--- src/design/dc_pkg.sv ---
`default_nettype none

package dc_pkg;

  // physical address width
  localparam int PADDR_W = 32;

  // load ports sharing the arrays
  localparam int READ_PORT_NUM = 3;

  // associativity
  localparam int DC_WAYS  = 4;
  localparam int DC_WAY_W = $clog2(DC_WAYS);

  // lines per way, single bank
  localparam int DC_WORDS = 16;
  localparam int DC_IDX_W = $clog2(DC_WORDS);

  // one line is 64 bits
  localparam int DC_DATA_W   = 64;
  localparam int DC_DATA_B_W = DC_DATA_W / 8;
  localparam int DC_OFS_W    = $clog2(DC_DATA_B_W);

  // address layout, msb first
  //   tag    [PADDR_W-1    : DC_TAG_LOW]
  //   index  [DC_TAG_LOW-1 : DC_OFS_W]
  //   offset [DC_OFS_W-1   : 0]
  localparam int DC_TAG_LOW = DC_OFS_W + DC_IDX_W;
  localparam int DC_TAG_W   = PADDR_W - DC_TAG_LOW;

endpackage

`default_nettype wire

--- src/design/dc_data_array.sv ---
`default_nettype none

module dc_data_array (
  input  logic                           i_clk,
  input  logic                           i_wr,
  input  logic [dc_pkg::DC_IDX_W-1:0]    i_addr,
  input  logic [dc_pkg::DC_DATA_B_W-1:0] i_be,
  input  logic [dc_pkg::DC_DATA_W-1:0]   i_data,
  output logic [dc_pkg::DC_DATA_W-1:0]   o_data
);

  import dc_pkg::*;

  logic [DC_DATA_W-1:0] r_mem [DC_WORDS];

  // byte-enable write
  always_ff @(posedge i_clk) begin
    if (i_wr) begin
      for (int b = 0; b < DC_DATA_B_W; b++) begin
        if (i_be[b]) begin
          r_mem[i_addr][b*8 +: 8] <= i_data[b*8 +: 8];
        end
      end
    end
  end

  // line appears one cycle after the address
  always_ff @(posedge i_clk) begin
    o_data <= r_mem[i_addr];
  end

  // an update always carries at least one byte
  a_wr_has_be : assert property (@(posedge i_clk) i_wr |-> (|i_be))
    else $error("data array write with no byte enable");

endmodule

`default_nettype wire

--- config.mk ---
export PLATFORM = sky130hd
export DESIGN_NAME = dc_data_array
export DESIGN_NICKNAME = d
export VERILOG_FILES = /design/src/design/dc_pkg.sv /design/src/design/dc_data_array.sv
export SDC_FILE = /design/constraint.sdc
export NUM_CORES = 1
export LEC_CHECK = 0
export BUFFER_PORTS_ARGS = -buffer_cell sky130_fd_sc_hd__buf_2
export CORE_MARGIN = 3
export CORE_UTILIZATION = 46
export DETAILED_ROUTE_END_ITERATION = 7
export GPL_TIMING_DRIVEN = 0
export PLACE_DENSITY = 0.72
export SLEW_MARGIN = 20
export SYNTH_ARGS = -nofsm -noshare
export SYNTH_HDL_FRONTEND = slang
export SYNTH_SLANG_ARGS = --single-unit
--- constraint.sdc ---
create_clock -name i_clk -period 4 [get_ports i_clk]
set_clock_uncertainty 0.2 [all_clocks]
set_input_delay 0.8 -clock i_clk [delete_from_list [all_inputs] [get_ports i_clk]]
set_output_delay 0.8 -clock i_clk [all_outputs]
set_load 0.03 [all_outputs]
==> Yosys cells after proc, flatten, opt, wreduce, memory -nomap -nowiden <==
Memory sizes are Yosys's and may differ from the RTL's. A register that Yosys moved wholly into a read port is not among the register bits.
Index checks and enable logic that the tools add are counted.
{ "classes": {"add_sub_neg": 0, "mul": 0, "div": 0, "order_cmp": 0, "n_eq_ne": 0, "n_shift": 0, "n_mux": 24, "bitwise_logic": 0, "reduce_logical": 0} }
{ "ops": {"columns": ["operator", "count"], "rows": [
  ["2-to-1 mux 1 bit", 24]
]} }
{ "word_totals": {"regBits": 0, "latchBits": 0, "ramBits": 1024, "mem_bits_ro": 0, "in_bits": 78, "output_inout_bits": 64, "word_cells": 25, "mem_count": 1} }
{ "memory_table": {"columns": ["memory", "depth", "word_bits", "rd", "rd_ports_with_merged_regs", "write_ports", "line_no", "text"], "rows": [
  ["r_mem", 16, 64, 1, 1, 1, "dc_data_array.sv:14", "logic [DC_DATA_W-1:0] r_mem [DC_WORDS];"]
]} }

==> Depth between registers and ports, before layout <==
{ "depth": {"ltp_word": 3, "depth_mapped": 6, "depth_no_buf": 3} }

==> Worst setup path after synthesis <==
OpenSTA, ideal clock, no wires.
{ "synth_timing": {"path_kind": "in2reg", "from": "input i_addr[0] in the netlist's numbering", "to": "memory r_mem[13][48], enable pin", "setup_ns": 0.370, "t_arrival_ns": 2.090, "required_ns": 3.430, "path_slack_ns": 1.340, "cell_stages": 5, "path_buffers": 2, "path_cell_list": "clkbuf_1 > buf_2 > nor2b_1 > nand2_1 > nor2_1"} }
{ "synth_rtl": {"columns": ["item", "line_no", "text"], "rows": [
  ["start: declaration", "dc_data_array.sv:6", "input logic [dc_pkg::DC_IDX_W-1:0] i_addr,"],
  ["end: declaration", "dc_data_array.sv:14", null]
]} }
Straight into the memory's write port.

==> Worst setup path in the final report <==
{ "layout_timing": {"from": "input i_addr[2] in the netlist's numbering", "to": "memory r_mem[6][55], enable pin"} }
Straight into the memory's write port.

==> reports/metrics.yaml <==
yosys:
  ys_types: 14
  synth_xor_area_share_pct: 0
  synth_mux_area_share_pct: 14.4
  yosys_warnings: 0
  seq_area_frac_synth_pct: 79.9
  synthAdderAreaFrac_pct: 0
  syn_avg_cell_area_um2: 22.3
  ys_seq_elements: 1088
  synth_top_family_by_area: "multiplexers"
  syn_area_um2: 40100
  synth_compound_area_share_pct: 2.40
  synth-simple-area-share_pct: 2.13
  synth.net_count: 1871
  postSynthCellCount: 1793
sta:
  grt_setup_unrepaired: "true"
  fin_crit_sh_pct: 103
  drv_slew: 0
  tightest_slew_ns: 1.09
  hold_violations: 0
  slew_headroom_pct: 27.6
  fmax_ghz: 0.243
  setup_viol: 85
  min_period_ns: 4.11
  fin_tns_setup_ns: -5.41
  setup_ws_ns: -0.112
pwr:
  vdd_drop_max_uv: 346
  p_per_area_nw_per_um2: 519
  p_total_mw: 23.8
  p_leak_nw: 14.6
worst_hold_path:
  holdPathEnd: "r_mem[9][51]$_DFFE_PP_"
  worstHoldPathType: "input port to flip-flop"
  hold_depth: 1
  hold_path.startpoint: "i_data[51]"
setup_path:
  end_kind: "flip-flop"
  path_max_fanout: 10
  ff2ff_setup_slack_ns: 2.27
  r2r_end: "o_data[11]$_DFF_P_"
  rr_worst_depth: 3
  startpoint_type: "input port"
  path_class: "input port to flip-flop"
  reg2reg_from: "r_mem[11][11]$_DFFE_PP_"
  critPathArrivalTime_ns: 4.19
  critPathRequiredTime_ns: 4.08
layout:
  drive_gt1_share_pct: 30.5
  register_area_um2: 32000
  final_cell_mix: "edfxtp_1, mux4_2, buf_2"
  multi_input_area_um2: 7760
  n_fill_cell: 6380
  fin_nets: 2119
  fin_util_pct: 53.4
  final_common_cell: "edfxtp_1"
  stdcell_count: 3276
  syn2layout_area_growth_pct: 14.4
global_routing:
  grt_antenna_before_repair: 4
  grt_pass1_vias: 19800
  grt_usage_pct: 19.6
  overflow: 0
  grt_pass1_wl_mm: 130
  grt_max_degree: 17
clock_network:
  cts_sinks: 1088
  post_cts_buffers: 0
  clk_path_buf_depth: 3
  root_buffer: "clkbuf_16"
  worstSkewPairLatency_ns: 0.67
  cts_buffers: 108
  ctsResizeCount: 43
  clk_pin_slew_worst_paths_ns: 0.06
  cts_tree: "built"
  cts_htree_levels: 3
  postCtsHoldBufs: 0
outcome:
  violations: "negative setup slack"
  status: "complete, but fails checks"
die:
  rows: 107
  dieArea_um2: 90700
  die_x_um: 301
  die_h_um: 301
  pin_count: 142
  core_area_um2: 85800
  initial_core_util_pct: 46.7
place:
  dp.cells: 3075
  portBuffers: 138
  post-place-ws_ns: -1.17
  gp_congestion: 0.766
  hpwl_mm: 57.9
detailed_routing:
  wl_mm: 87.8
  vias_per_cell: 5.81
  drc_errors: 0
  vias: 19000
  drt_first_pass_iters: 5
  detail-route-antenna-nets: 0
  routedWlPerCell_um: 26.8
  initialDrtViolationCount: 2060
flow_run:
  maxCapViolCount: 0
-- Yosys cell counts --
cell	number	area (um2)
edfxtp_1	1024	30700
mux4_2	256	5770
nor2_1	130	488
a22oi_1	128	961
nand2_1	84	315
dfxtp_1	64	1280
clkbuf_1	63	236
buf_2	24	120
buf_6	7	78.8
nand3_1	4	20.0
nor2b_1	4	25.0
buf_1	3	11.3
and2_1	1	6.26
buf_4	1	7.51
-- state kept, by name, indices dropped and copies added, names as in the netlist --
register / cells
o_data: 64
r_mem: 1024
-- logic make-up after synthesis --
family          Yosys count
simple gates            223
mux                     256
flops                  1088
buf+inv                  98
compound gates          128
-- final cells by class --
cell class,count,share of cell area [%]
Multi-Input combinational cell,607,16.9
Clock inverter,60,1.19
Timing Repair Buffer,138,1.51
Antenna cell,2,0.0109
Sequential cell,1088,69.9
Buffer,98,1.00
Tap cell,1144,3.12
Clock buffer,139,6.37
-- critical path, stage by stage --
cell and delay [ns]:
buf_2 0.15, nor2b_1 0.15, clkbuf_1 0.51, clkbuf_1 0.81, nand2_1 0.86, nor2_1 0.88
-- report_power, final --
group / switching, mW / leakage [nW] / internal, mW / total (mW)
Clock: 4.13 / 1.70 / 5.73 / 9.86
Sequential: 0.0453 / 9.76 / 12.6 / 12.7
Combinational: 0.835 / 3.13 / 0.423 / 1.26
Total: 5.01 / 14.6 / 18.8 / 23.8
-- metrics by stage --
step	cell area (um2)	hold slack [ns]
floorplan	40100	0.435
global placement	42200	0.475
detailed placement	42200	0.490
CTS	45800	0.269
global route	45800	0.289
finish	45900	0.308
-- how the worst max path moves through the flow --
stage          startpoint                       to  slack [ns]  cells past startpoint
2_1_floorplan   i_addr[0]  r_mem[13][48]$_DFFE_PP_        1.34                      5
3_3_place_gp    i_addr[2]   r_mem[3][60]$_DFFE_PP_       -1.17                      5
3_5_place_dp    i_addr[2]   r_mem[3][17]$_DFFE_PP_       -1.17                      5
4_1_cts         i_addr[2]   r_mem[1][11]$_DFFE_PP_       -0.26                      5
5_1_grt         i_addr[2]   r_mem[6][40]$_DFFE_PP_       -0.14                      6
6_report        i_addr[2]   r_mem[6][55]$_DFFE_PP_       -0.11                      6
-- per-layer routing --
layer	global-route usage, %	wire (um)	vias to the layer above
li1	-	-	7986
met1	26.9	34900	10000
met2	31.4	43700	859
met3	4.25	6640	159
met4	6.62	2660	2
met5	0	13	-
No activity file was read; power rests on OpenSTA's default activity.
