===== src/design/dc_pkg.sv =====
`default_nettype none

package dc_pkg;

  // physical address width
  localparam int PADDR_W = 32;

  // load ports sharing the arrays
  localparam int READ_PORT_NUM = 3;

  // associativity
  localparam int DC_WAYS  = 4;
  localparam int DC_WAY_W = $clog2(DC_WAYS);

  // lines per way, single bank
  localparam int DC_WORDS = 16;
  localparam int DC_IDX_W = $clog2(DC_WORDS);

  // one line is 64 bits
  localparam int DC_DATA_W   = 64;
  localparam int DC_DATA_B_W = DC_DATA_W / 8;
  localparam int DC_OFS_W    = $clog2(DC_DATA_B_W);

  // address layout, msb first
  //   tag    [PADDR_W-1    : DC_TAG_LOW]
  //   index  [DC_TAG_LOW-1 : DC_OFS_W]
  //   offset [DC_OFS_W-1   : 0]
  localparam int DC_TAG_LOW = DC_OFS_W + DC_IDX_W;
  localparam int DC_TAG_W   = PADDR_W - DC_TAG_LOW;

endpackage

`default_nettype wire


===== src/design/dc_read_arbiter.sv =====
`default_nettype none

module dc_read_arbiter (
  input  logic [dc_pkg::READ_PORT_NUM-1:0]                   i_rd_valid,
  input  logic [dc_pkg::READ_PORT_NUM-1:0]                   i_rd_h_pri,
  input  logic [dc_pkg::READ_PORT_NUM-1:0][dc_pkg::PADDR_W-1:0] i_rd_paddr,
  output logic [dc_pkg::READ_PORT_NUM-1:0]                   o_grant,
  output logic [dc_pkg::DC_IDX_W-1:0]                        o_sel_idx
);

  import dc_pkg::*;

  logic [READ_PORT_NUM-1:0] w_hp_req;
  logic [READ_PORT_NUM-1:0] w_hp_oh;
  logic [READ_PORT_NUM-1:0] w_norm_oh;

  assign w_hp_req = i_rd_valid & i_rd_h_pri;

  // isolate lowest set bit of each request vector
  assign w_hp_oh   = w_hp_req & (~w_hp_req + 1'b1);
  assign w_norm_oh = i_rd_valid & (~i_rd_valid + 1'b1);

  // high priority group wins when present
  assign o_grant = (|w_hp_oh) ? w_hp_oh : w_norm_oh;

  // index of the granted port, one-hot or-mux
  always_comb begin
    o_sel_idx = '0;
    for (int p = 0; p < READ_PORT_NUM; p++) begin
      if (o_grant[p]) begin
        o_sel_idx = o_sel_idx | i_rd_paddr[p][DC_TAG_LOW-1:DC_OFS_W];
      end
    end
  end

  always_comb begin
    a_grant_onehot0 : assert ($onehot0(o_grant))
      else $error("arbiter granted more than one port");
    a_grant_subset : assert ((o_grant & ~i_rd_valid) == '0)
      else $error("arbiter granted an idle port");
    a_grant_live : assert (!(|i_rd_valid) || (|o_grant))
      else $error("arbiter left valid requests ungranted");
  end

endmodule

`default_nettype wire


===== config.mk =====
export PLATFORM = sky130hd
export DESIGN_NAME = dc_read_arbiter
export DESIGN_NICKNAME = d
export VERILOG_FILES = /design/src/design/dc_pkg.sv /design/src/design/dc_read_arbiter.sv
export SDC_FILE = /design/constraint.sdc
export NUM_CORES = 1
export LEC_CHECK = 0
export BUFFER_PORTS_ARGS = -buffer_cell sky130_fd_sc_hd__buf_2
export CORE_AREA = 2 2 42 44
export DETAILED_ROUTE_END_ITERATION = 8
export DIE_AREA = 0 0 44 46
export PLACE_DENSITY = 0.87
export SETUP_SLACK_MARGIN = 0.5
export SYNTH_ARGS = -nofsm -noshare
export SYNTH_HDL_FRONTEND = slang
export SYNTH_SLANG_ARGS = --single-unit

===== constraint.sdc =====
create_clock -name vclk -period 1.2
set_input_delay 0.18 -clock vclk [all_inputs]
set_output_delay 0.18 -clock vclk [all_outputs]
set_load 0.03 [all_outputs]

**Word level (Yosys, flattened, before mapping)**

Index checks and enable logic that the tools add are counted.

- ROM bits: 0
- Bits in latches: 0
- Input bits: 102
- Bits in writable memories: 0
- Word-level logic and storage cells: 14
- Memories kept: 0
- Bits in registers: 0
- Output and inout port bits: 7

- Shift-type cells: 0
- Mux-type cells: 4
- Reductions and logical operators: 1
- Bitwise operators: 7
- Div/mod/pow operators: 0
- Add/sub/neg operators: 2
- $mul: 0
- Eq/ne operators: 0
- Magnitude comparators: 0

Operator list:

| operator | number |
|---|---|
| 4-bit 2-to-1 mux | 3 |
| 3-bit AND | 3 |
| 4-bit bitwise OR | 2 |
| 3-bit by 1-bit adder with 3-bit output, second input constant | 2 |
| 3-bit inverter | 2 |
| 3-bit 2-to-1 mux | 1 |
| 3-bit OR reduction | 1 |

**Logic depth before layout (Yosys ltp)**

- Depth after elaboration: 11
- Gate-level depth with buffers: 3
- Gate-level depth less buffers: 3

**Worst setup path after synthesis**

No wires, ideal clock.

- Kind: input port to output port
- From: input port i_rd_h_pri[0] in the netlist's numbering
- To: output port o_sel_idx[0] in the netlist's numbering
- Arrival time: 1.434 ns
- Data required time: 1.020 ns
- Cell stages on the path: 3
- Setup slack: -0.414 ns
- Path buffers: 0
- Path through: nand2b_1 > a221oi_2 > a221o_1

- Elaborated cells on any way between the ends: 11
- Those cells by class: add/sub (1); mux (4); bitwise (5); reduce/logical (1)

RTL lines:

| what | RTL line | source |
|---|---|---|
| from (decl) | dc_read_arbiter.sv:5 | `input logic [dc_pkg::READ_PORT_NUM-1:0] i_rd_h_pri,` |
| 3-bit AND (*) | dc_read_arbiter.sv:17 | `assign w_hp_req = i_rd_valid & i_rd_h_pri;` |
| 3-bit inverter | dc_read_arbiter.sv:20 | `assign w_hp_oh = w_hp_req & (~w_hp_req + 1'b1);` |
| 3-bit by 1-bit adder with 3-bit output | dc_read_arbiter.sv:20 |  |
| 3-bit AND (*) | dc_read_arbiter.sv:20 |  |
| 3-bit OR reduction | dc_read_arbiter.sv:24 | `assign o_grant = (\|w_hp_oh) ? w_hp_oh : w_norm_oh;` |
| 3-bit 2-to-1 mux (*) | dc_read_arbiter.sv:24 |  |
| net o_grant, one bit | dc_read_arbiter.sv:7 | `output logic [dc_pkg::READ_PORT_NUM-1:0] o_grant,` |
| 4-bit 2-to-1 mux (*) | dc_read_arbiter.sv:30 | `if (o_grant[p]) begin` |
| to (decl) | dc_read_arbiter.sv:8 | `output logic [dc_pkg::DC_IDX_W-1:0] o_sel_idx` |

Mark *: on every way through the listed nets, which the timed path passes. The rest lies on a longest branch.

**Worst setup path after layout**

- From: input port i_rd_h_pri[1] in the netlist's numbering
- To: output port o_sel_idx[3] in the netlist's numbering

- Cells in the longest elaborated chain, start to end: 11

Ends and longest elaborated chain:

| what | RTL line | source |
|---|---|---|
| 3-bit AND (*) | dc_read_arbiter.sv:17 |  |
| 3-bit inverter | dc_read_arbiter.sv:20 |  |
| 3-bit by 1-bit adder with 3-bit output | dc_read_arbiter.sv:20 |  |
| 3-bit AND (*) | dc_read_arbiter.sv:20 |  |
| 3-bit OR reduction | dc_read_arbiter.sv:24 |  |
| 3-bit 2-to-1 mux (*) | dc_read_arbiter.sv:24 |  |
| 4-bit 2-to-1 mux | dc_read_arbiter.sv:30 |  |
| 4-bit bitwise OR | dc_read_arbiter.sv:31 | `o_sel_idx = o_sel_idx \| i_rd_paddr[p][DC_TAG_LOW-1:DC_OFS_W];` |
| 4-bit 2-to-1 mux | dc_read_arbiter.sv:30 |  |
| 4-bit bitwise OR | dc_read_arbiter.sv:31 |  |
| 4-bit 2-to-1 mux (*) | dc_read_arbiter.sv:30 |  |

Every way passes the cells marked *; elsewhere a longest branch is shown, timed or not.

==> results.md <==
* Mux cell area share after synthesis at 0%
* Vias per cell at about 4.3
* Max cap viols at 0
* Critical path startpoint category: input pin
* Number of DRC markers in iteration 0 at 8
* Clock Power Share at 0%
* Design area at ~500 um^2
* Drt drc at 0
* Violated checks: negative setup slack
* Post-Place Setup Slack at -0.188 ns
* HPWL after DPL at 666 um
* Fin util at 31.2%
* Min-delay worst type: in2out
* Peak supply drop at 0.000146 V
* FF+latch count at 0
* Int Power at roughly 0.00013 W
* Fill cells at 179
* Largest net degree at the start of global routing at 6
* DRT Pass-1 Iters at 4
* CLK BUF at 0
* Final WS setup at -0.128 ns
* CP most frequent cell: buf_6
* Largest family of logic cells by synthesized area: compound AO/OA/AOI/OAI gates
* Layout cells sized above 1 at 76.8%
* Setup total negative slack at -0.541 ns
* Final slew viol count at 0
* Vias at 311
* Port bufs at 25
* Initial Util at 9.07%
* Row Count at 15
* Worst setup EP type: output port
* Arr. time, crit path at between 1 and 1.5 ns
* Crit path max fanout at 5
* Combinational share of power at 100.0%
* Area contributors post-synth: a221o_1 27%, a21oi_1 17%, a221oi_2 10%
* Mapped cell area at about 150 um^2
* Hold WS at 0.694 ns
* Post-synthesis xor/xnor area fraction at 0%
* Final period util at 111%
* Yosys warning count at 0
* Post-synthesis simple-gate area fraction at about a fifth
* Top cell type's share of synthesized area at 27.4%
* Max-Slew Margin vs Limit at 79.8%
* Compound-gate portion of the synthesized area at about three quarters
* Antenna violations before repair at 0
* NumNets Final at 160
* Yosys top cell by area: a221o_1
* Per-cell routed wire length at 11.5 um
* Min-delay src: i_rd_paddr[69]
* WHS Endpoint: o_sel_idx[2]
* Fin. Hold Viols at 0
* CP Depth at 5
* Psw at 0.000112 W
* Syn Nets at ~120
* N_diodes at 0
* Power per cell area at 490 nW/um^2
* Total track usage at 7.69%
* Hold depth at 3
* Avg Cell Area, Syn at 6.65 um^2
* Area growth syn-to-layout at 244%
* Die Y at 46 um
* First-pass GRT wire length at 1.25 mm
* Post-route ant nets at 0
* Overall routed net length at approximately 840 um
* Worst EP required at 1.02 ns
* FF/Latch Area at 0 um^2
* Sw Ratio at 45.4%
* Crit path buffers/inverters at 2
* Routability cong. at 0.755
* CP max-delay cell: a221o_2
* Die width at 44 um
* Tightest Pin Transition at between 0.3 and 0.4 ns
* I/O pin count at around 110
* Critical Path, Cell by Cell: buf_6 -> a21boi_1 -> o21a_2 -> a221o_2 -> buf_6
* Peak Freq at between 700 and 800 MHz
* Flop pwr share at 0%
* Vias in the first global route at 318
* Placement-stage cell area at 383 um^2
* Core footprint at 1610 um^2
* Post-Syn Instances at 22
* Worst path max stage delay at 0.37 ns
* Setup violators final at 5
* CP Class: in2out
* Grt ovf at 0
* RSZ-0062 raised after global routing: true
* Distinct cells, synth at 10
* Sequential share of the synthesized area at 0%
* Leak Pwr at 0.259 nW
* Status: finished, violations left
* Hold-fix buffers, CTS at 0
* Min Clock Period, post-route at 1.33 ns
* Die area at 2020 um^2
* CP top delay family: compound AO/OA/AOI/OAI gates
* Synthesized-area fraction occupied by adder cells at 0%
==> timing repair <==
action / 4_1_cts / 5_1_grt
pin swaps: 8 / 6
setup buffers: 2 / 1
setup endpoints to repair: 7 / 7
resized for setup: 18 / 10
==> area by class of cell <==
| class | instances | area, um^2 | share of cell area [%] |
|---|---|---|---|
| Inverter | 2 | 7.51 | 1.49 |
| Multi-Input combinational cell | 20 | 184 | 36.6 |
| Tap cell | 17 | 21.3 | 4.23 |
| Timing Repair Buffer | 34 | 290 | 57.7 |
==> synth_stat cells <==
library cell and n:
a21oi_1 5, a221o_1 4, nand2_1 4, inv_1 2, nand2b_1 2, a21boi_0 1
a21boi_1 1, a221oi_2 1, a22o_1 1, o21a_1 1
==> worst max path at each step <==
| stage | endpoint | slack, ns | start |
|---|---|---|---|
| 6_report | o_sel_idx[3] | -0.13 | i_rd_h_pri[1] |
| 5_1_grt | o_sel_idx[3] | -0.15 | i_rd_h_pri[1] |
| 4_1_cts | o_sel_idx[0] | -0.13 | i_rd_h_pri[1] |
| 3_5_place_dp | o_sel_idx[0] | -0.19 | i_rd_h_pri[2] |
| 3_3_place_gp | o_sel_idx[0] | -0.16 | i_rd_h_pri[1] |
| 2_1_floorplan | o_sel_idx[0] | -0.14 | i_rd_h_pri[0] |
==> power by group through the flow <==
stage                     logic [W]  registers [W]  clock network, W
after global placement     0.000183              0                 0
after detailed placement   0.000187              0                 0
after floorplan            0.000107              0                 0
after CTS                  0.000230              0                 0
after global routing       0.000261              0                 0
final                      0.000246              0                 0
==> layer usage <==
layer  vias to the layer above  share of wire [%]  global-route usage [%]
met5                         -                  0                       0
met3                         0                4.8                   0.397
met4                         0                  0                       0
li1                        157                  -                       -
met2                        12                 59                    15.9
met1                       142                 36                    9.07
==> cells in the final DEF, fill, tap and decap left out, drive strengths merged <==
cell type / synthesis / layout
nand2b: 2 / 2
a22o: 1 / 1
o21a: 1 / 1
a221o: 4 / 4
a21oi: 5 / 5
buf: 0 / 34
inv: 2 / 2
a21boi: 2 / 2
nand2: 4 / 4
a221oi: 1 / 1
==> worst min-delay path: stages <==
cell	delay, ns
buf_2	0.08
a221o_2	0.14
buf_6	0.12
==> logic make-up after synthesis <==
logic type | count (synthesis)
AOI/OAI and AO/OA | 14
and+or+nand+nor | 6
buffers and inverters | 2
==> metrics by stage <==
step | cells | power (W)
2_1_floorplan | 22 | 0.000107
3_3_place_gp | 70 | 0.000183
3_5_place_dp | 70 | 0.000187
4_1_cts | 72 | 0.000230
5_1_grt | 73 | 0.000261
6_report | 73 | 0.000246
(Power assumes the default switching activity.)
