File: config.mk
export PLATFORM = sky130hd
export DESIGN_NAME = dc_tag_array
export DESIGN_NICKNAME = d
export VERILOG_FILES = /design/src/design/dc_pkg.sv /design/src/design/dc_tag_array.sv
export SDC_FILE = /design/constraint.sdc
export NUM_CORES = 1
export LEC_CHECK = 0
export BUFFER_PORTS_ARGS = -buffer_cell sky130_fd_sc_hd__buf_2
export CORE_ASPECT_RATIO = 0.5
export CORE_MARGIN = 4
export CORE_UTILIZATION = 40
export CTS_CLUSTER_SIZE = 24
export DETAILED_ROUTE_END_ITERATION = 16
export PLACE_DENSITY = 0.57
export SYNTH_ARGS = -nofsm -noshare
export SYNTH_HDL_FRONTEND = slang
export SYNTH_SLANG_ARGS = --single-unit
export TNS_END_PERCENT = 100
File: constraint.sdc
create_clock -name i_clk -period 1.81 [get_ports i_clk]
set_clock_uncertainty 0.15 [all_clocks]
set_input_delay 0.362 -clock i_clk [delete_from_list [all_inputs] [get_ports i_clk]]
set_output_delay 0.362 -clock i_clk [all_outputs]
set_load 0.02 [all_outputs]
File: src/design/dc_pkg.sv
`default_nettype none

package dc_pkg;

  // physical address width
  localparam int PADDR_W = 32;

  // load ports sharing the arrays
  localparam int READ_PORT_NUM = 3;

  // associativity
  localparam int DC_WAYS  = 4;
  localparam int DC_WAY_W = $clog2(DC_WAYS);

  // lines per way, single bank
  localparam int DC_WORDS = 16;
  localparam int DC_IDX_W = $clog2(DC_WORDS);

  // one line is 64 bits
  localparam int DC_DATA_W   = 64;
  localparam int DC_DATA_B_W = DC_DATA_W / 8;
  localparam int DC_OFS_W    = $clog2(DC_DATA_B_W);

  // address layout, msb first
  //   tag    [PADDR_W-1    : DC_TAG_LOW]
  //   index  [DC_TAG_LOW-1 : DC_OFS_W]
  //   offset [DC_OFS_W-1   : 0]
  localparam int DC_TAG_LOW = DC_OFS_W + DC_IDX_W;
  localparam int DC_TAG_W   = PADDR_W - DC_TAG_LOW;

endpackage

`default_nettype wire

File: src/design/dc_tag_array.sv
`default_nettype none

module dc_tag_array (
  input  logic                         i_clk,
  input  logic                         i_reset_n,
  input  logic                         i_wr,
  input  logic [dc_pkg::DC_IDX_W-1:0]  i_addr,
  input  logic [dc_pkg::DC_TAG_W-1:0]  i_tag,
  output logic [dc_pkg::DC_TAG_W-1:0]  o_tag,
  output logic                         o_tag_valid
);

  import dc_pkg::*;

  logic [DC_TAG_W-1:0] r_tag [DC_WORDS];
  logic [DC_WORDS-1:0] r_valid;

  // tag storage, written by the update port only
  always_ff @(posedge i_clk) begin
    if (i_wr) begin
      r_tag[i_addr] <= i_tag;
    end
  end

  // a line becomes valid once written and stays so
  always_ff @(posedge i_clk, negedge i_reset_n) begin
    if (!i_reset_n) begin
      r_valid <= '0;
    end else if (i_wr) begin
      r_valid[i_addr] <= 1'b1;
    end
  end

  // registered read port, old contents on a same-cycle write
  always_ff @(posedge i_clk) begin
    o_tag <= r_tag[i_addr];
  end

  always_ff @(posedge i_clk, negedge i_reset_n) begin
    if (!i_reset_n) begin
      o_tag_valid <= 1'b0;
    end else begin
      o_tag_valid <= r_valid[i_addr];
    end
  end

endmodule

`default_nettype wire

# Word level (Yosys, flattened, before mapping)
# Memories as Yosys holds them, arrays and structs flattened. A register that Yosys moved wholly into a read port is not among the register bits.
# Index checks and enable logic that the tools add are counted.
[op_classes]
n_mux = 6
bitwise = 1
n_reduce_logical = 1
n_lt_le_gt_ge = 2
[op_table]
columns = ["cell", "n"]
rows = [
  ["$or A16 B16 Y16", 1],
  ["$lt A4 B5 Y1 const B", 1],
  ["$bmux W1 S4", 1],
  ["$demux W1 S4", 1],
  ["$ge A4 B1 Y1 const B", 1],
  ["$mux W1", 4],
  ["$logic_and A1 B1 Y1", 1],
]
[word_totals]
reg_bits = 17
mem_count = 1
elab_cells = 13
in_bits = 32
mem_bits_rw = 400
out_inout_bits = 26
[memory_table]
columns = ["name", "depth", "word_bits", "rd", "rd_clocked_by_memory_dff", "write_ports", "line", "rtl"]
rows = [
  ["r_tag", 16, 25, 1, 1, 1, "dc_tag_array.sv:15", "logic [DC_TAG_W-1:0] r_tag [DC_WORDS];"],
]

# Depth between registers and ports, before layout
# Gate-level depths: netlist of run 1.
[depth]
depth_word = 5
depth_mapped = 6
ltp_nobuf = 3

# Least setup slack after synthesis of run 1
# Ideal clock, no wire load.
[synth_timing]
path_type = "in2reg"
from = "input port i_addr[0] in the netlist's numbering"
to = "memory r_tag[0][0] in the netlist's numbering, enable pin"
setup_ns = 0.440
arrival_ns = 2.800
n_path_buf = 2
path_stages = 4
path_slack_ns = -1.580
required_time_ns = 1.220
path_cell_list = "buf_6 buf_8 or3b_1 nor3_1"
[synth_lines]
columns = ["element", "line", "rtl"]
rows = [
  ["start, declared", "dc_tag_array.sv:7", "input logic [dc_pkg::DC_IDX_W-1:0] i_addr,"],
  ["end, declared", "dc_tag_array.sv:15", ""],
]
# Straight into the memory's write port.

# Worst setup path after layout of run 1
[layout_timing]
from = "register o_tag[17] in the netlist's numbering (read register of r_tag)"
to = "output port o_tag[17] in the netlist's numbering"
[layout_lines]
columns = ["element", "line", "rtl"]
rows = [
  ["start, declared", "dc_tag_array.sv:9", "output logic [dc_pkg::DC_TAG_W-1:0] o_tag,"],
]
# No word-level cell between the ends.

==> results by group, run 1 <==
Pwr
  • Leakage: ~6.4 nW
  • Total design power: about 21 mW
  • VDD IR-drop max: between 0.5 and 0.6 mV
  • Pwr/cell area: around 1100 nW/um^2

Route
  • Initial DRC count: 712
  • DR vias/cell: around 5.4
  • Avg WL per Cell: ~25 um
  • Post-route DRC: 0
  • Post-Route WL: between 30000 and 40000 um
  • Via count: 7597
  • ANT nets after route: 0
  • Drt pass-1 iters: 4

Cells and area
  • Nets: roughly 880
  • # diodes: 0
  • Fill count: around 3200
  • Core Util, Final: approximately half
  • Share of cells above drive strength 1: approximately two fifths
  • Area grow syn2layout: 20.4%
  • Commonest non-fill, non-tap cell in the layout: edfxtp_1
  • Final Cell Area: between 15000 and 20000 sq um
  • Commonest non-fill, non-tap cells in the layout: 400 x edfxtp_1, 104 x mux4_2, 55 x buf_2

Timing
  • Fmax: 0.627 GHz
  • Worst Hold Slack: between 40 and 50 ps
  • Min Tclk post-route: between 1500 and 2000 ps
  • Period utilisation layout: between 80% and 90%
  • Fin. max-slew vios: 0
  • Final Hold Fails: 0
  • RSZ-0062 raised after global routing: false
  • Slew @ Worst Pin: ~1100 ps
  • Final setup viols: 0
  • Slew HR: 29.5%
  • TNS Setup: 0 ps

Worst hold path
  • Hold WC Path Type: primary input to flop
  • Hold Path Origin: i_tag[1]
  • Hold Path End: r_tag[13][1]
  • Min-Delay Path Depth: 1

Clocking
  • CTS max path bufs: 3
  • H-tree Lvls: 2
  • Sink Count: 442
  • Clk_lat worst skew: about 540 ps
  • CTS tree: yes
  • Postcts setup bufs: 0
  • CTS root buffer: clkbuf_16
  • Clock buffer count from CTS: 40
  • Clock transition at path regs: 60 ps

Global route
  • Initial antenna violation count: 0
  • GRT Residual Overflow: 0
  • Largest net degree at the start of global routing: 33
  • First-pass GRT wire length: around 53000 um
  • Global-route usage over all layers: about 16%
  • Number of global-route vias before repair: ~8100

Die
  • Die area: between 40000 and 50000 sq um
  • Die X: approximately 290 um
  • Ports: 58
  • Die Span Y: 151 um
  • Std-Cell Core Area: between 30000 and 40000 sq um
  • Initial core utilization: around two fifths
  • # rows: between 50 and 60

Critical path
  • Setup Crit Path Kind: flop to output port
  • Critical Path AT: 1080 ps
  • Delay-heaviest family, CP: flip-flops
  • CP max stage delay: around 360 ps
  • Worst Setup Start Kind: flop
  • CP bufs+invs: 1
  • Crit-path max FO: 1
  • Setup crit end kind: output port
  • Crit path cell chain: buf_2
  • Reg-to-Reg End: o_tag[16]
  • R2R depth: 3
  • Crit. path cell count: 1
  • Reg-to-Reg Start: r_tag[3][16]
  • Slowest stage cell on the critical path: dfxtp_1
  • CP Data Required Time: between 1000 and 1500 ps
  • R2R Setup Slk: 360 ps

Synthesis
  • Post-synthesis sequential area ratio: slightly below 80%
  • Post-Synth XOR/XNOR Area: 0%
  • Post-Synth Simple-Gate Area: 2.03%
  • Yosys synthesis warning count: 0
  • Post-Synthesis Cells: just over 700
  • Adder-Cell Fraction of Synth Area: 0%
  • Avg Inst Size Synth: about 23 sq um
  • Area fraction in compound gates after synthesis: under 10%
  • Main combinational cell family by area after synthesis: multiplexers
  • Post-synthesis mux area share: ~14%
  • Register bit count reported by yosys: around 440
  • Synthesized area: about 16000 sq um
  • Synth unique cells: 22
  • Post-Synthesis Net Count: about 740

Placed design
  • Gpl congestion: ~0.74
  • Hpwl dp: around 21000 um
  • Cell Area, Placed: about 18000 sq um
  • IO buf count: 57

Job
  • Max_cap viols: 0

Status
  • Status: completed
## power by group
group          total (mW)  leakage [nW]  switching [mW]  internal (mW)
combinational        1.35          1.76           0.746          0.600
sequential           11.5          4.00          0.0951           11.4
clock                8.52         0.660            3.57           4.95
## per-stage QoR
| stage | setup WS, ps | instances |
|---|---|---|
| finish | 215 | 1408 |
| global route | 167 | 1408 |
| CTS | 183 | 1408 |
| detailed placement | -247 | 1333 |
| global placement | -232 | 1333 |
| floorplan | -515 | 704 |
## state kept, by name, summed over array words and instances, names as in the netlist
| register | count |
|---|---|
| o_tag_valid | 1 |
| o_tag | 25 |
| r_tag | 400 |
| r_valid | 16 |
## layer usage
layer	part of all wire (%)	track usage (%)	wire, um	up-vias
met3	4.6	2.95	1630	41
met2	48	26.2	16800	181
met4	1.5	3.55	528	0
met1	46	24.0	16200	4127
met5	0	0	0	-
li1	-	-	-	3248
## cell usage after synthesis
cell,count,area (sq um)
dfrtp_1,17,425
nand3b_1,2,15.0
dfxtp_1,25,500
nand3_1,1,5.00
buf_2,16,80.1
a22oi_1,32,240
nand2_1,27,101
and2_1,1,6.26
buf_8,1,15.0
or3b_1,1,8.76
clkbuf_1,11,41.3
edfxtp_1,400,12000
nor3_1,4,20.0
buf_1,2,7.51
buf_4,4,30.0
nand2b_1,2,12.5
nor2b_1,2,12.5
or2_2,16,100
buf_6,3,33.8
mux4_2,104,2340
nor2_1,13,48.8
a22oi_2,20,250
## worst max-delay path by stage
stage                          from           end  slack [ps]
after floorplan           i_addr[0]   r_tag[0][0]        -520
after global placement    i_addr[0]   r_tag[3][9]        -230
after detailed placement  i_addr[0]  r_tag[0][21]        -250
after CTS                 o_tag[21]     o_tag[21]         180
after global routing      o_tag[17]     o_tag[17]         170
final                     o_tag[17]     o_tag[17]         220
## layout make-up
type                            instances  area (sq um)  share of cell area (%)
Sequential cell                       442         12900                    65.9
Multi-Input combinational cell        225          3340                    17.0
Timing Repair Buffer                  137          1360                    6.93
Clock buffer                           59          1170                    5.98
Tap cell                              530           663                    3.38
Clock inverter                         15           163                   0.828
## logic make-up after synthesis
kind of cell | Yosys count
and+or+nand+nor | 69
buffers and inverters | 37
DFF | 442
muxes | 104
AOI/OAI and AO/OA | 52
## timing repair
| action | in CTS | in global routing |
|---|---|---|
| hold endpoints to repair | 17 | 0 |
| hold buffers | 1 | 0 |
| resized for setup | 0 | 0 |
Note: power is estimated with default switching activity, not from simulation.
==> inputs of run 2 (changes only) <==
- PLACE_DENSITY: 0.57 -> not set
==> results by group, run 2 (synthesis results as in run 1) <==
Critical path
  • CP bufs+invs: 1 (unchanged)
  • Setup Crit Path Kind: flop to output port
  • CP Data Required Time: 1300 ps (about the same)
  • CP max stage delay: 410 ps (+50 ps)
  • Setup crit end kind: output port
  • Delay-heaviest family, CP: flip-flops
  • Crit-path max FO: 1 (unchanged)
  • Critical Path AT: 1150 ps (+70 ps)
  • Worst Setup Start Kind: flop
  • Slowest stage cell on the critical path: dfxtp_1
  • Crit path cell chain: buf_2

Die
  • Die X: 294 um (unchanged)
  • Ports: 58 (unchanged)
  • Initial core utilization: 41.2% (unchanged)
  • Die area: 44300 sq um (unchanged)
  • Std-Cell Core Area: 39600 sq um (unchanged)
  • # rows: 51 (unchanged)
  • Die Span Y: 151 um (unchanged)

Clocking
  • Clk_lat worst skew: 550 ps (about the same)
  • H-tree Lvls: 2 (unchanged)
  • Sink Count: 442 (unchanged)
  • CTS max path bufs: 3 (unchanged)
  • CTS root buffer: clkbuf_16
  • Postcts setup bufs: 0 (unchanged)
  • CTS tree: yes
  • CTS hold repair buffers: 1 (unchanged)
  • Clock buffer count from CTS: 40 (unchanged)
  • Clock transition at path regs: 60 ps (about the same)
  • Post-cts resize count: 0 (unchanged)

Route
  • Via count: 7627 (+0.39%)
  • Initial DRC count: 559 (-21%)
  • Post-route DRC: 0 (unchanged)
  • DR vias/cell: 5.46 (+1.3%)
  • Drt pass-1 iters: 5 (+1)
  • Post-Route WL: 35200 um (about the same)
  • ANT nets after route: 0 (unchanged)
  • Avg WL per Cell: 25.2 um (+0.91%)

Cells and area
  • Area grow syn2layout: 21.3%
  • Final Cell Area: 19800 sq um (+0.76%)
  • Regs by FF count: r_tag (400), o_tag (25), r_valid (16)
  • # diodes: 0 (unchanged)
  • Nets: 866 (-1.4%)
  • Top reg by flops: r_tag
  • Share of cells above drive strength 1: 40.5% (-0.47 points)
  • Max reg flops: 400 (unchanged)
  • Commonest non-fill, non-tap cell in the layout: edfxtp_1
  • Commonest non-fill, non-tap cells in the layout: 400 x edfxtp_1, 104 x mux4_2, 55 x buf_2

Global route
  • First-pass GRT wire length: 53300 um (+0.21%)
  • Number of global-route vias before repair: 8075 (-0.42%)
  • Initial antenna violation count: 0 (unchanged)
  • GRT Residual Overflow: 0 (unchanged)
  • Largest net degree at the start of global routing: 27 (-18%)
  • Global-route usage over all layers: 16.4% (about the same)

Timing
  • Slew HR: 36.5% (+7.0 points)
  • Slew @ Worst Pin: 951 ps (-105 ps)
  • Fin. max-slew vios: 0 (unchanged)
  • TNS Setup: 0 ps (unchanged)
  • Final setup viols: 0 (unchanged)
  • Final worst setup slack: 148 ps (-67.5 ps)
  • Period utilisation layout: 91.8% (+3.7 points)
  • Min Tclk post-route: 1660 ps (+67.5 ps)
  • Final Hold Fails: 0 (unchanged)
  • Worst Hold Slack: 39.2 ps (-5.98 ps)
  • Fmax: 0.602 GHz (-4.1%)
  • RSZ-0062 raised after global routing: false

Placed design
  • Cell Area, Placed: 18300 sq um (+0.33%)
  • Gpl congestion: 0.719 (-2.5%)
  • Place WS: -153 ps (+93.5 ps)
  • IO buf count: 57 (unchanged)
  • Hpwl dp: 21300 um (+0.97%)

Pwr
  • VDD IR-drop max: 0.480 mV (-9.8%)
  • Total design power: 21.9 mW (+2.3%)
  • Pwr/cell area: 1110 nW/um^2 (+1.6%)
  • Leakage: 6.43 nW (+0.29%)

Worst hold path
  • Hold WC Path Type: primary input to flop

Job
  • Max_cap viols: 0 (unchanged)

Status
  • Status: completed
## run 2: changes by cell type in the layout (fill, tap and decap cells not counted), sizes merged
| cell | delta |
|---|---|
| bufinv | +4 |
| clkinv | +1 |
| buf | -12 |
| inv | +2 |
| clkbuf | -7 |
## run 2: area by class of cell
type / count / area [sq um]
clock inverters: 22 / 289
well taps: 530 / 663
fillers: 3103 / 19800
flip-flops and latches: 442 / 12900
clock buffers: 52 / 1140
multi-input cells: 225 / 3340
repair buffers: 125 / 1420
## run 2: final timing paths
path	from	to	slack, ps	depth (start not counted)
setup / recovery	o_tag[21]	o_tag[21]	150	1
hold / removal	i_tag[4]	r_tag[10][4]	40	1
setup reg to reg	r_tag[2][19]	o_tag[19]	390	3
hold reg to reg	r_valid[0]	r_valid[0]	320	1
max in group asynchronous	i_reset_n	r_valid[13]	1110	2
min in group asynchronous	i_reset_n	r_valid[0]	110	2
## run 2: power breakdown
group	total, mW	leakage, nW	switching [mW]	internal, mW
clock network	9.02	0.704	3.58	5.45
logic	1.34	1.73	0.738	0.598
registers	11.5	4.00	0.104	11.4
## run 2: stage by stage
step	util [%]	instances
after floorplan	-	704
after global placement	46.4	1321
after detailed placement	46.4	1321
after CTS	50.0	1396
after global routing	50.0	1396
final	50.0	1396
## run 2: routing by layer
metal / GRT usage, % / routed length (um) / share of wire, %
met1: 24.5 / 16500 / 47
met2: 25.5 / 16300 / 46
met3: 2.78 / 1810 / 5.1
met4: 4.16 / 616 / 1.7
met5: 0 / 0 / 0
