==> src/design/dc_pkg.sv <==
`default_nettype none

package dc_pkg;

  // physical address width
  localparam int PADDR_W = 32;

  // load ports sharing the arrays
  localparam int READ_PORT_NUM = 3;

  // associativity
  localparam int DC_WAYS  = 4;
  localparam int DC_WAY_W = $clog2(DC_WAYS);

  // lines per way, single bank
  localparam int DC_WORDS = 16;
  localparam int DC_IDX_W = $clog2(DC_WORDS);

  // one line is 64 bits
  localparam int DC_DATA_W   = 64;
  localparam int DC_DATA_B_W = DC_DATA_W / 8;
  localparam int DC_OFS_W    = $clog2(DC_DATA_B_W);

  // address layout, msb first
  //   tag    [PADDR_W-1    : DC_TAG_LOW]
  //   index  [DC_TAG_LOW-1 : DC_OFS_W]
  //   offset [DC_OFS_W-1   : 0]
  localparam int DC_TAG_LOW = DC_OFS_W + DC_IDX_W;
  localparam int DC_TAG_W   = PADDR_W - DC_TAG_LOW;

endpackage

`default_nettype wire

==> src/design/dc_replace_ctrl.sv <==
`default_nettype none

module dc_replace_ctrl (
  input  logic                                                 i_clk,
  input  logic                                                 i_reset_n,
  input  logic [dc_pkg::READ_PORT_NUM-1:0]                     i_adv,
  input  logic [dc_pkg::READ_PORT_NUM-1:0][dc_pkg::DC_IDX_W-1:0] i_adv_idx,
  output logic [dc_pkg::DC_WORDS-1:0][dc_pkg::DC_WAY_W-1:0]    o_victim
);

  import dc_pkg::*;

  logic [DC_WORDS-1:0] w_adv_any;

  // merge all ports missing at the same index into one step
  always_comb begin
    w_adv_any = '0;
    for (int p = 0; p < READ_PORT_NUM; p++) begin
      if (i_adv[p]) begin
        w_adv_any[i_adv_idx[p]] = 1'b1;
      end
    end
  end

  // one round-robin way counter per index, wraps at DC_WAYS
  always_ff @(posedge i_clk, negedge i_reset_n) begin
    if (!i_reset_n) begin
      o_victim <= '0;
    end else begin
      for (int i = 0; i < DC_WORDS; i++) begin
        if (w_adv_any[i]) begin
          o_victim[i] <= o_victim[i] + 1'b1;
        end
      end
    end
  end

endmodule

`default_nettype wire

==> config.mk <==
export PLATFORM = sky130hd
export DESIGN_NAME = dc_replace_ctrl
export DESIGN_NICKNAME = d
export VERILOG_FILES = /design/src/design/dc_pkg.sv /design/src/design/dc_replace_ctrl.sv
export SDC_FILE = /design/constraint.sdc
export NUM_CORES = 1
export LEC_CHECK = 0
export BUFFER_PORTS_ARGS = -buffer_cell sky130_fd_sc_hd__buf_4
export CAP_MARGIN = 20
export CORE_MARGIN = 3
export CORE_UTILIZATION = 46
export CTS_CLUSTER_SIZE = 12
export DETAILED_ROUTE_END_ITERATION = 12
export PLACE_DENSITY = 0.79
export SLEW_MARGIN = 10
export SYNTH_ARGS = -nofsm -noshare
export SYNTH_HDL_FRONTEND = slang
export SYNTH_SLANG_ARGS = --single-unit
==> constraint.sdc <==
create_clock -name i_clk -period 1.1 [get_ports i_clk]
set_clock_uncertainty 0.2 [all_clocks]
set_input_delay 0.055 -clock i_clk [delete_from_list [all_inputs] [get_ports i_clk]]
set_output_delay 0.055 -clock i_clk [all_outputs]
set_load 0.01 [all_outputs]
* Word-level counts from Yosys, hierarchy flattened
Index checks and enable logic that the tools add are counted.
** Storage, ports and cells
- Register bits :: 32
- Bits of input ports :: 17
- Output and inout port bits :: 32
- Word-level logic and storage cells :: 52
** Cells by class
- $add $sub $neg :: 16
- Order comparisons :: 6
- Mux-type cells :: 9
- Bitwise operators :: 2
- Reductions and logical operators :: 3
** Operator list (count)
- 2-to-1 mux 16 bit :: 3
- adder 2 x 1 -> 2 bit (second input constant) :: 16
- OR 16 bit :: 2
- less-than comparator 4 x 5 -> 1 bit (second input constant) :: 3
- demux 1 bit (select 4 bit) :: 3
- >= comparator 4 x 1 -> 1 bit (second input constant) :: 3
- logical AND 1 bit :: 3
- 2-to-1 mux 1 bit :: 3

* Longest topological paths before layout
Gate-level depths: netlist of the first run.
- Depth in word-level cells :: 9
- Gate-level depth with buffers :: 4
- Gate-level depth less buffers :: 4

* Least setup slack after synthesis of the first run
OpenSTA, ideal clock, no wires.
- Kind :: input port to flip-flop
- From :: input i_adv_idx[3] (netlist bit)
- To :: register o_victim[3] (netlist bit)
- Library setup time :: 124 ps
- Data arrival time :: 849 ps
- Required time :: 776 ps
- Setup slack :: -74 ps
- Cell stages on the path :: 4
- Path buffers :: 0
- Cell sequence :: or3b_4 > o22ai_2 > o21ai_2 > xnor2_1
** On the way
- Word-level cells in the longest chain between the ends :: 9
- Elaborated cells on any way between the ends :: 10
- Classes of those cells :: order compare (2); mux (5); bitwise (2); reduce/logical (1)
** Ends and longest elaborated chain
- start: declaration :: RTL line dc_replace_ctrl.sv:7 : input logic [dc_pkg::READ_PORT_NUM-1:0][dc_pkg::DC_IDX_W-1:0] i_adv_idx,
- less-than comparator 4 x 5 -> 1 bit (not written as such) or >= comparator 4 x 1 -> 1 bit (tied branches) :: RTL line dc_replace_ctrl.sv:20 : w_adv_any[i_adv_idx[p]] = 1'b1;
- logical AND 1 bit (not written as such) :: RTL line dc_replace_ctrl.sv:20
- 2-to-1 mux 1 bit (not written as such) :: RTL line dc_replace_ctrl.sv:20
- demux 1 bit (select 4 bit) (*) :: RTL line dc_replace_ctrl.sv:20
- 2-to-1 mux 16 bit (*) :: RTL line dc_replace_ctrl.sv:19 : if (i_adv[p]) begin
- OR 16 bit (no source line)
- 2-to-1 mux 16 bit (*) :: RTL line dc_replace_ctrl.sv:19
- OR 16 bit (no source line)
- 2-to-1 mux 16 bit (*) :: RTL line dc_replace_ctrl.sv:19
- end signal: indexed assignment :: RTL line dc_replace_ctrl.sv:32 : o_victim[i] <= o_victim[i] + 1'b1;
- end: declaration :: RTL line dc_replace_ctrl.sv:8 : output logic [dc_pkg::DC_WORDS-1:0][dc_pkg::DC_WAY_W-1:0] o_victim
Every way passes the cells marked *; elsewhere a longest branch is shown, timed or not.
A chain may end at the register's enable or synchronous reset.

* Worst setup path in the final report of the first run
- From :: register o_victim[0] (netlist bit)
- To :: output o_victim[0] (netlist bit)
No word-level cell between the ends.

==> results.tsv, run 1 <==
metric	value	unit
Synth-to-Final Area Change	66.57	%
Ys Warns	0	
DR iter-0 viols	76	
sequential fraction of the synthesis area	0.4776	
Max Slew Vio Count	0	
Num CTS Buffers	5	
Final Hold Viols	9	
Final period util	1.098	
Max Root-Sink Buffers	2	
Sink Count	32	
CP max stage cell	dfrtp_1	
outcome	complete, but fails checks	
count of final setup violators	34	
Hold Worst Slack	-6.767	ps
global-route wire length before repair	7679	um
mean area per synthesized cell	11.25	um2
Setup CP Type	reg2out	
r2r worst-path depth	1	
diode count	0	
Worst path most repeated cell	buf_6	
Synth Flop Type	dfrtp_1	
Site Rows	21	
clk slew on worst S/H paths	100	ps
Ports	49	
Die Ht	66.37	um
later-pin clock latency in the skew report	330	ps
Max-cap violations	0	
post-synth net total	166	
Setup WS pre-CTS	-290.5	ps
GPL Wtd Cong	0.8746	
# DRC	0	
initial core utilization	0.4908	
CP Max Fanout	2	
Largest register FFs	32	
initial antenna violation count	0	
failing checks	hold timing, setup timing	
Critical Path AT	950	ps
total net switching power	2.025	mW
die area	4405	um2
Via density	5.507	
worst vdd ir	1.352	mV
RSZ-0062 raised after global routing	true	
asr flop ratio synth	1.000	
Critical Path RT	840	ps
I/O Buffers	48	
Synth Register Bits	32	
Die Wd	66.37	um
Nets	269	
drt pass-1 iters	4	
reg2reg end	o_victim[0]	
DP HPWL	3437	um
Cell Area, Synth	1677	um2
largest net degree at the start of global routing	33	
Critical Path Max Stage Delay	400	ps
CP Cell Sequence	buf_6 -> buf_6	
Clock power frac	0.100	
crit end category	output port	
Pwr Density	2218	nW/um2
Routed wire per std cell	16.57	um
core area	3416	um2
EDFF count, synth	0	
Slew @ Worst Pin	478.5	ps
CTS tree	done	
Global Route Usage Sum	0.2324	
Yosys cell types	20	
Worst Setup Start Kind	flop	
Seq pwr share	0.354	
Leak Pwr	1.158	nW
vias in the first global route	1741	
sw frac	0.3269	
Int Power	4.169	mW
clock root buffer	clkbuf_4	
RR Startpoint	o_victim[0]	
min-delay worst type	in2async	
layout cell share with drive strength beyond 1	0.5476	
vias	1641	
H-tree depth	2	
min Tclk post-route	1208	ps
post-route antenna net violation count	0	
grt total ovfl	0	
final worst slack	-107.6	ps
fin util	0.8176	
combinational power share	0.547	
Gate Count Post-Synth	149	
Fmax	828.1	MHz
relative slew slack	0.6785	
reg2reg setup slack	-20	ps
Most flops, register	o_victim	
largest registers	o_victim: 32 flops	
routed wire length	4937	um
## per-stage QoR
stage | TNS, ps | cells | power (mW) | instance area, um2 | hold WS, ps
2_1_floorplan | -464.4 | 149 | 2.986 | 1700 | -440.6
3_3_place_gp | -5198 | 260 | 4.089 | 2246 | -189.9
3_5_place_dp | -6096 | 260 | 4.165 | 2246 | -183.2
4_1_cts | -1087 | 294 | 5.842 | 2630 | -7.945
5_1_grt | -2478 | 298 | 6.529 | 2793 | 22.96
6_report | -996.7 | 298 | 6.194 | 2793 | -6.767
## cell usage in the layout, fill, tap and decap left out, drive strengths merged
master	n
buf	95
o22ai	3
o41a	13
or2b	1
or3b	3
dlygate4sd3	1
xnor2	19
nand3b	6
nor2	33
clkbuf	6
nand2	3
nand2b	5
o21ai	3
nand3	3
clkinv	1
dfrtp	32
nor3	12
o31ai	13
## worst max-delay path by stage
stage                        from      endpoint  slack, ps  cells past startpoint
floorplan           i_adv_idx[11]   o_victim[1]        -60                      4
global placement    i_adv_idx[11]   o_victim[1]       -240                      5
detailed placement   i_adv_idx[6]  o_victim[17]       -290                      5
CTS                   o_victim[0]   o_victim[0]       -120                      2
global route          o_victim[0]   o_victim[0]       -150                      2
finish                o_victim[0]   o_victim[0]       -110                      2
## critical path: cells and delay by family (launching register included)
family | cells | cell delay, ps
buffers and inverters | 2 | 230
DFF | 1 | 400
## power by group through the flow
stage	clock network (mW)	logic [mW]	registers, mW
finish	0.619	3.39	2.19
global route	0.692	3.59	2.24
CTS	0.631	3.05	2.16
detailed placement	0	1.96	2.20
global placement	0	1.93	2.16
floorplan	0	0.596	2.39
## layout make-up
class	count	area, um2
Sequential cell	32	802.0
Timing Repair Buffer	96	869.6
Fill cell	200	623.1
Tap cell	46	57.56
Clock buffer	6	41.29
Multi-Input combinational cell	117	1017
Clock inverter	1	5.005
## synth_stat cells, types with 3 or more instances
| cell | n | share of area |
|---|---|---|
| nor3_2 | 3 | 0.018 |
| o31ai_2 | 11 | 0.082 |
| nor2_1 | 30 | 0.067 |
| nand2_1 | 3 | 0.0067 |
| nand2b_1 | 4 | 0.015 |
| o41a_1 | 13 | 0.087 |
| xnor2_1 | 19 | 0.099 |
| nand3b_1 | 6 | 0.027 |
| nor3_1 | 9 | 0.027 |
| dfrtp_1 | 32 | 0.48 |
| or3b_4 | 3 | 0.020 |
| nor2_2 | 3 | 0.011 |
| nand3_1 | 3 | 0.0090 |
## timing repair
action,4_1_cts,5_1_grt
buffers inserted,26,6
endpoints found under the hold margin,32,0
pin swaps,0,1
hold buffers,1,0
endpoints found under the setup margin,33,48
resized for setup,34,22
## metal layers
layer  share of wire  vias up  wire (um)  track usage
li1                -      758          -            -
met3           0.083        9        411      0.06122
met5               0        -          0            0
met4           0.016        0         78      0.09391
met2            0.51       78       2512       0.3916
met1            0.39      796       1935       0.2795
## kinds of logic after synthesis
kind of cell,Yosys count,synth area share
flip-flops,32,0.4776
AND/OR/NAND/NOR,66,0.2127
XOR/XNOR,19,0.09925
AO/OA/AOI/OAI,32,0.2104
(Power assumes the default switching activity.)
==> inputs of run 2 (changes only) <==
BUFFER_PORTS_ARGS = not set   (was -buffer_cell sky130_fd_sc_hd__buf_4)
CORE_UTILIZATION = 56   (was 46)
DONT_BUFFER_PORTS = 1   (was not set)
PLACE_DENSITY = 0.78   (was 0.79)
==> results.tsv, run 2 (synthesized netlist as in run 1, its figures left out) <==
metric	value	unit	change
min-delay worst type	in2reg		
Synth-to-Final Area Change	30.37	%	
Critical Path AT	920	ps	-30 ps
clk slew on worst S/H paths	100	ps	about the same
# DRC	0		unchanged
I/O Buffers	0		-100%
worst vdd ir	1.352	mV	about the same
min Tclk post-route	1170	ps	-37.55 ps
global-route wire length before repair	6844	um	-11%
Post-CTS Hold Fix Bufs	3		+2
Most flops, register	o_victim		
Die Wd	60.72	um	-8.5%
Sink Count	32		unchanged
count of final setup violators	15		-56%
CP max stage cell	dfrtp_1		
Via density	6.486		+18%
routed wire length	4479	um	-9.3%
CP Max Fanout	3		+1
vias in the first global route	1504		-14%
Die Ht	60.72	um	-8.5%
largest registers	o_victim: 32 flops		
crit end category	output port		
post-route antenna net violation count	0		unchanged
Area after DPL	1867	um2	-17%
fin util	0.7792		-0.03837
Clock power frac	0.150		+0.050
Seq pwr share	0.511		+0.157
Num CTS Buffers	5		unchanged
CP Buf/Inv Count	1		-1
Power, Total	4.688	mW	-24%
Worst path top cell family by delay	flip-flops		
failing checks	hold timing, setup timing		
vias	1414		-14%
initial antenna violation count	0		unchanged
diode count	0		unchanged
Max-cap violations	0		unchanged
CTS tree	done		
layout cell share with drive strength beyond 1	0.3369		-0.2107
grt total ovfl	0		unchanged
Leak Pwr	0.8062	nW	-30%
Routed wire per std cell	20.55	um	+24%
Worst Setup Start Kind	flop		
relative slew slack	0.6789		about the same
post-route cell area	2186	um2	-22%
Largest register FFs	32		unchanged
Slew @ Worst Pin	478.0	ps	-0.5639 ps
Pwr Density	2145	nW/um2	-3.3%
Critical Path Max Stage Delay	440	ps	+40 ps
RSZ-0062 raised after global routing	true		
total net switching power	1.660	mW	-18%
Site Rows	19		-9.5%
Int Power	3.028	mW	-27%
Hold Worst Slack	-158.0	ps	-151.2 ps
outcome	complete, but fails checks		
most common cell after layout, fill and taps aside	dfrtp_1		
Global Route Usage Sum	0.2562		+0.02380
sw frac	0.3541		+0.02718
Fmax	854.6	MHz	+3.2%
combinational power share	0.339		-0.208
later-pin clock latency in the skew report	340	ps	about the same
Ports	49		unchanged
initial core utilization	0.5977		+0.1068
H-tree depth	2		unchanged
Final Hold Viols	16		+7
Setup CP Type	reg2out		
most frequent cells in the layout	dfrtp_1 (32), nor2_1 (28), xnor2_1 (19), buf_6 (16), o41a_1 (13)		
Max Slew Vio Count	0		unchanged
drt pass-1 iters	4		unchanged
largest net degree at the start of global routing	33		unchanged
DP HPWL	3124	um	-9.1%
Critical Path RT	840	ps	about the same
final worst slack	-70.10	ps	+37.55 ps
clock root buffer	clkbuf_4		
Setup WS pre-CTS	-210.6	ps	+79.95 ps
Nets	203		-25%
core area	2805	um2	-18%
DR iter-0 viols	66		-13%
GPL Wtd Cong	0.8674		-0.82%
Final period util	1.064		-0.03413
die area	3686	um2	-16%
Max Root-Sink Buffers	2		unchanged
CP Cell Sequence	buf_6		
-- run 2: cell types whose count changed in the layout (fill, tap and decap cells not counted), sizes merged --
cell | before | now
buf | 95 | 28
clkbuf | 6 | 9
clkinv | 1 | 0
-- run 2: timing repair --
action                                  in CTS  in global routing
gates cloned                                 0                  1
pin swaps                                    1                  1
gates resized for setup                     14                 10
setup buffers                                8                  2
endpoints found under the hold margin       51                 13
endpoints found under the setup margin      15                 43
-- run 2: path summary, 6_finish.rpt --
check | from | endpoint | slack, ps | depth (start not counted)
setup / recovery | o_victim[16] | o_victim[16] | -70 | 1
hold / removal | i_adv_idx[0] | o_victim[1] | -160 | 3
setup reg to reg | o_victim[26] | o_victim[26] | -40 | 3
hold reg to reg | o_victim[0] | o_victim[0] | 330 | 1
max in group asynchronous | i_reset_n | o_victim[21] | 520 | 2
min in group asynchronous | i_reset_n | o_victim[30] | 40 | 2
-- run 2: routing by layer --
metal	vias to the layer above	GRT usage	wire length (um)
li1	629	-	-
met1	712	0.2965	1802
met2	64	0.4458	2237
met3	9	0.05957	347
met4	0	0.1207	92
met5	-	0	0
-- run 2: power by group through the flow --
stage | sequential (mW) | clock (mW) | combinational, mW
after CTS | 2.39 | 0.705 | 1.45
after floorplan | 2.39 | 0 | 0.596
after detailed placement | 2.40 | 0 | 1.11
after global placement | 2.37 | 0 | 1.06
after global routing | 2.48 | 0.755 | 1.70
final | 2.40 | 0.703 | 1.59
-- run 2: layout make-up --
class / count / area [um2]
fill: 176 / 619.3
tap: 31 / 38.79
clock buffer: 8 / 58.81
multi-input combinational: 117 / 969.7
sequential: 32 / 800.8
timing repair buffer: 30 / 317.8
-- run 2: per-stage QoR --
step | TNS (ps) | std cells
2_1_floorplan | -464.4 | 149
3_3_place_gp | -1242 | 197
3_5_place_dp | -2561 | 197
4_1_cts | -593.7 | 216
5_1_grt | -1273 | 218
6_report | -718.0 | 218
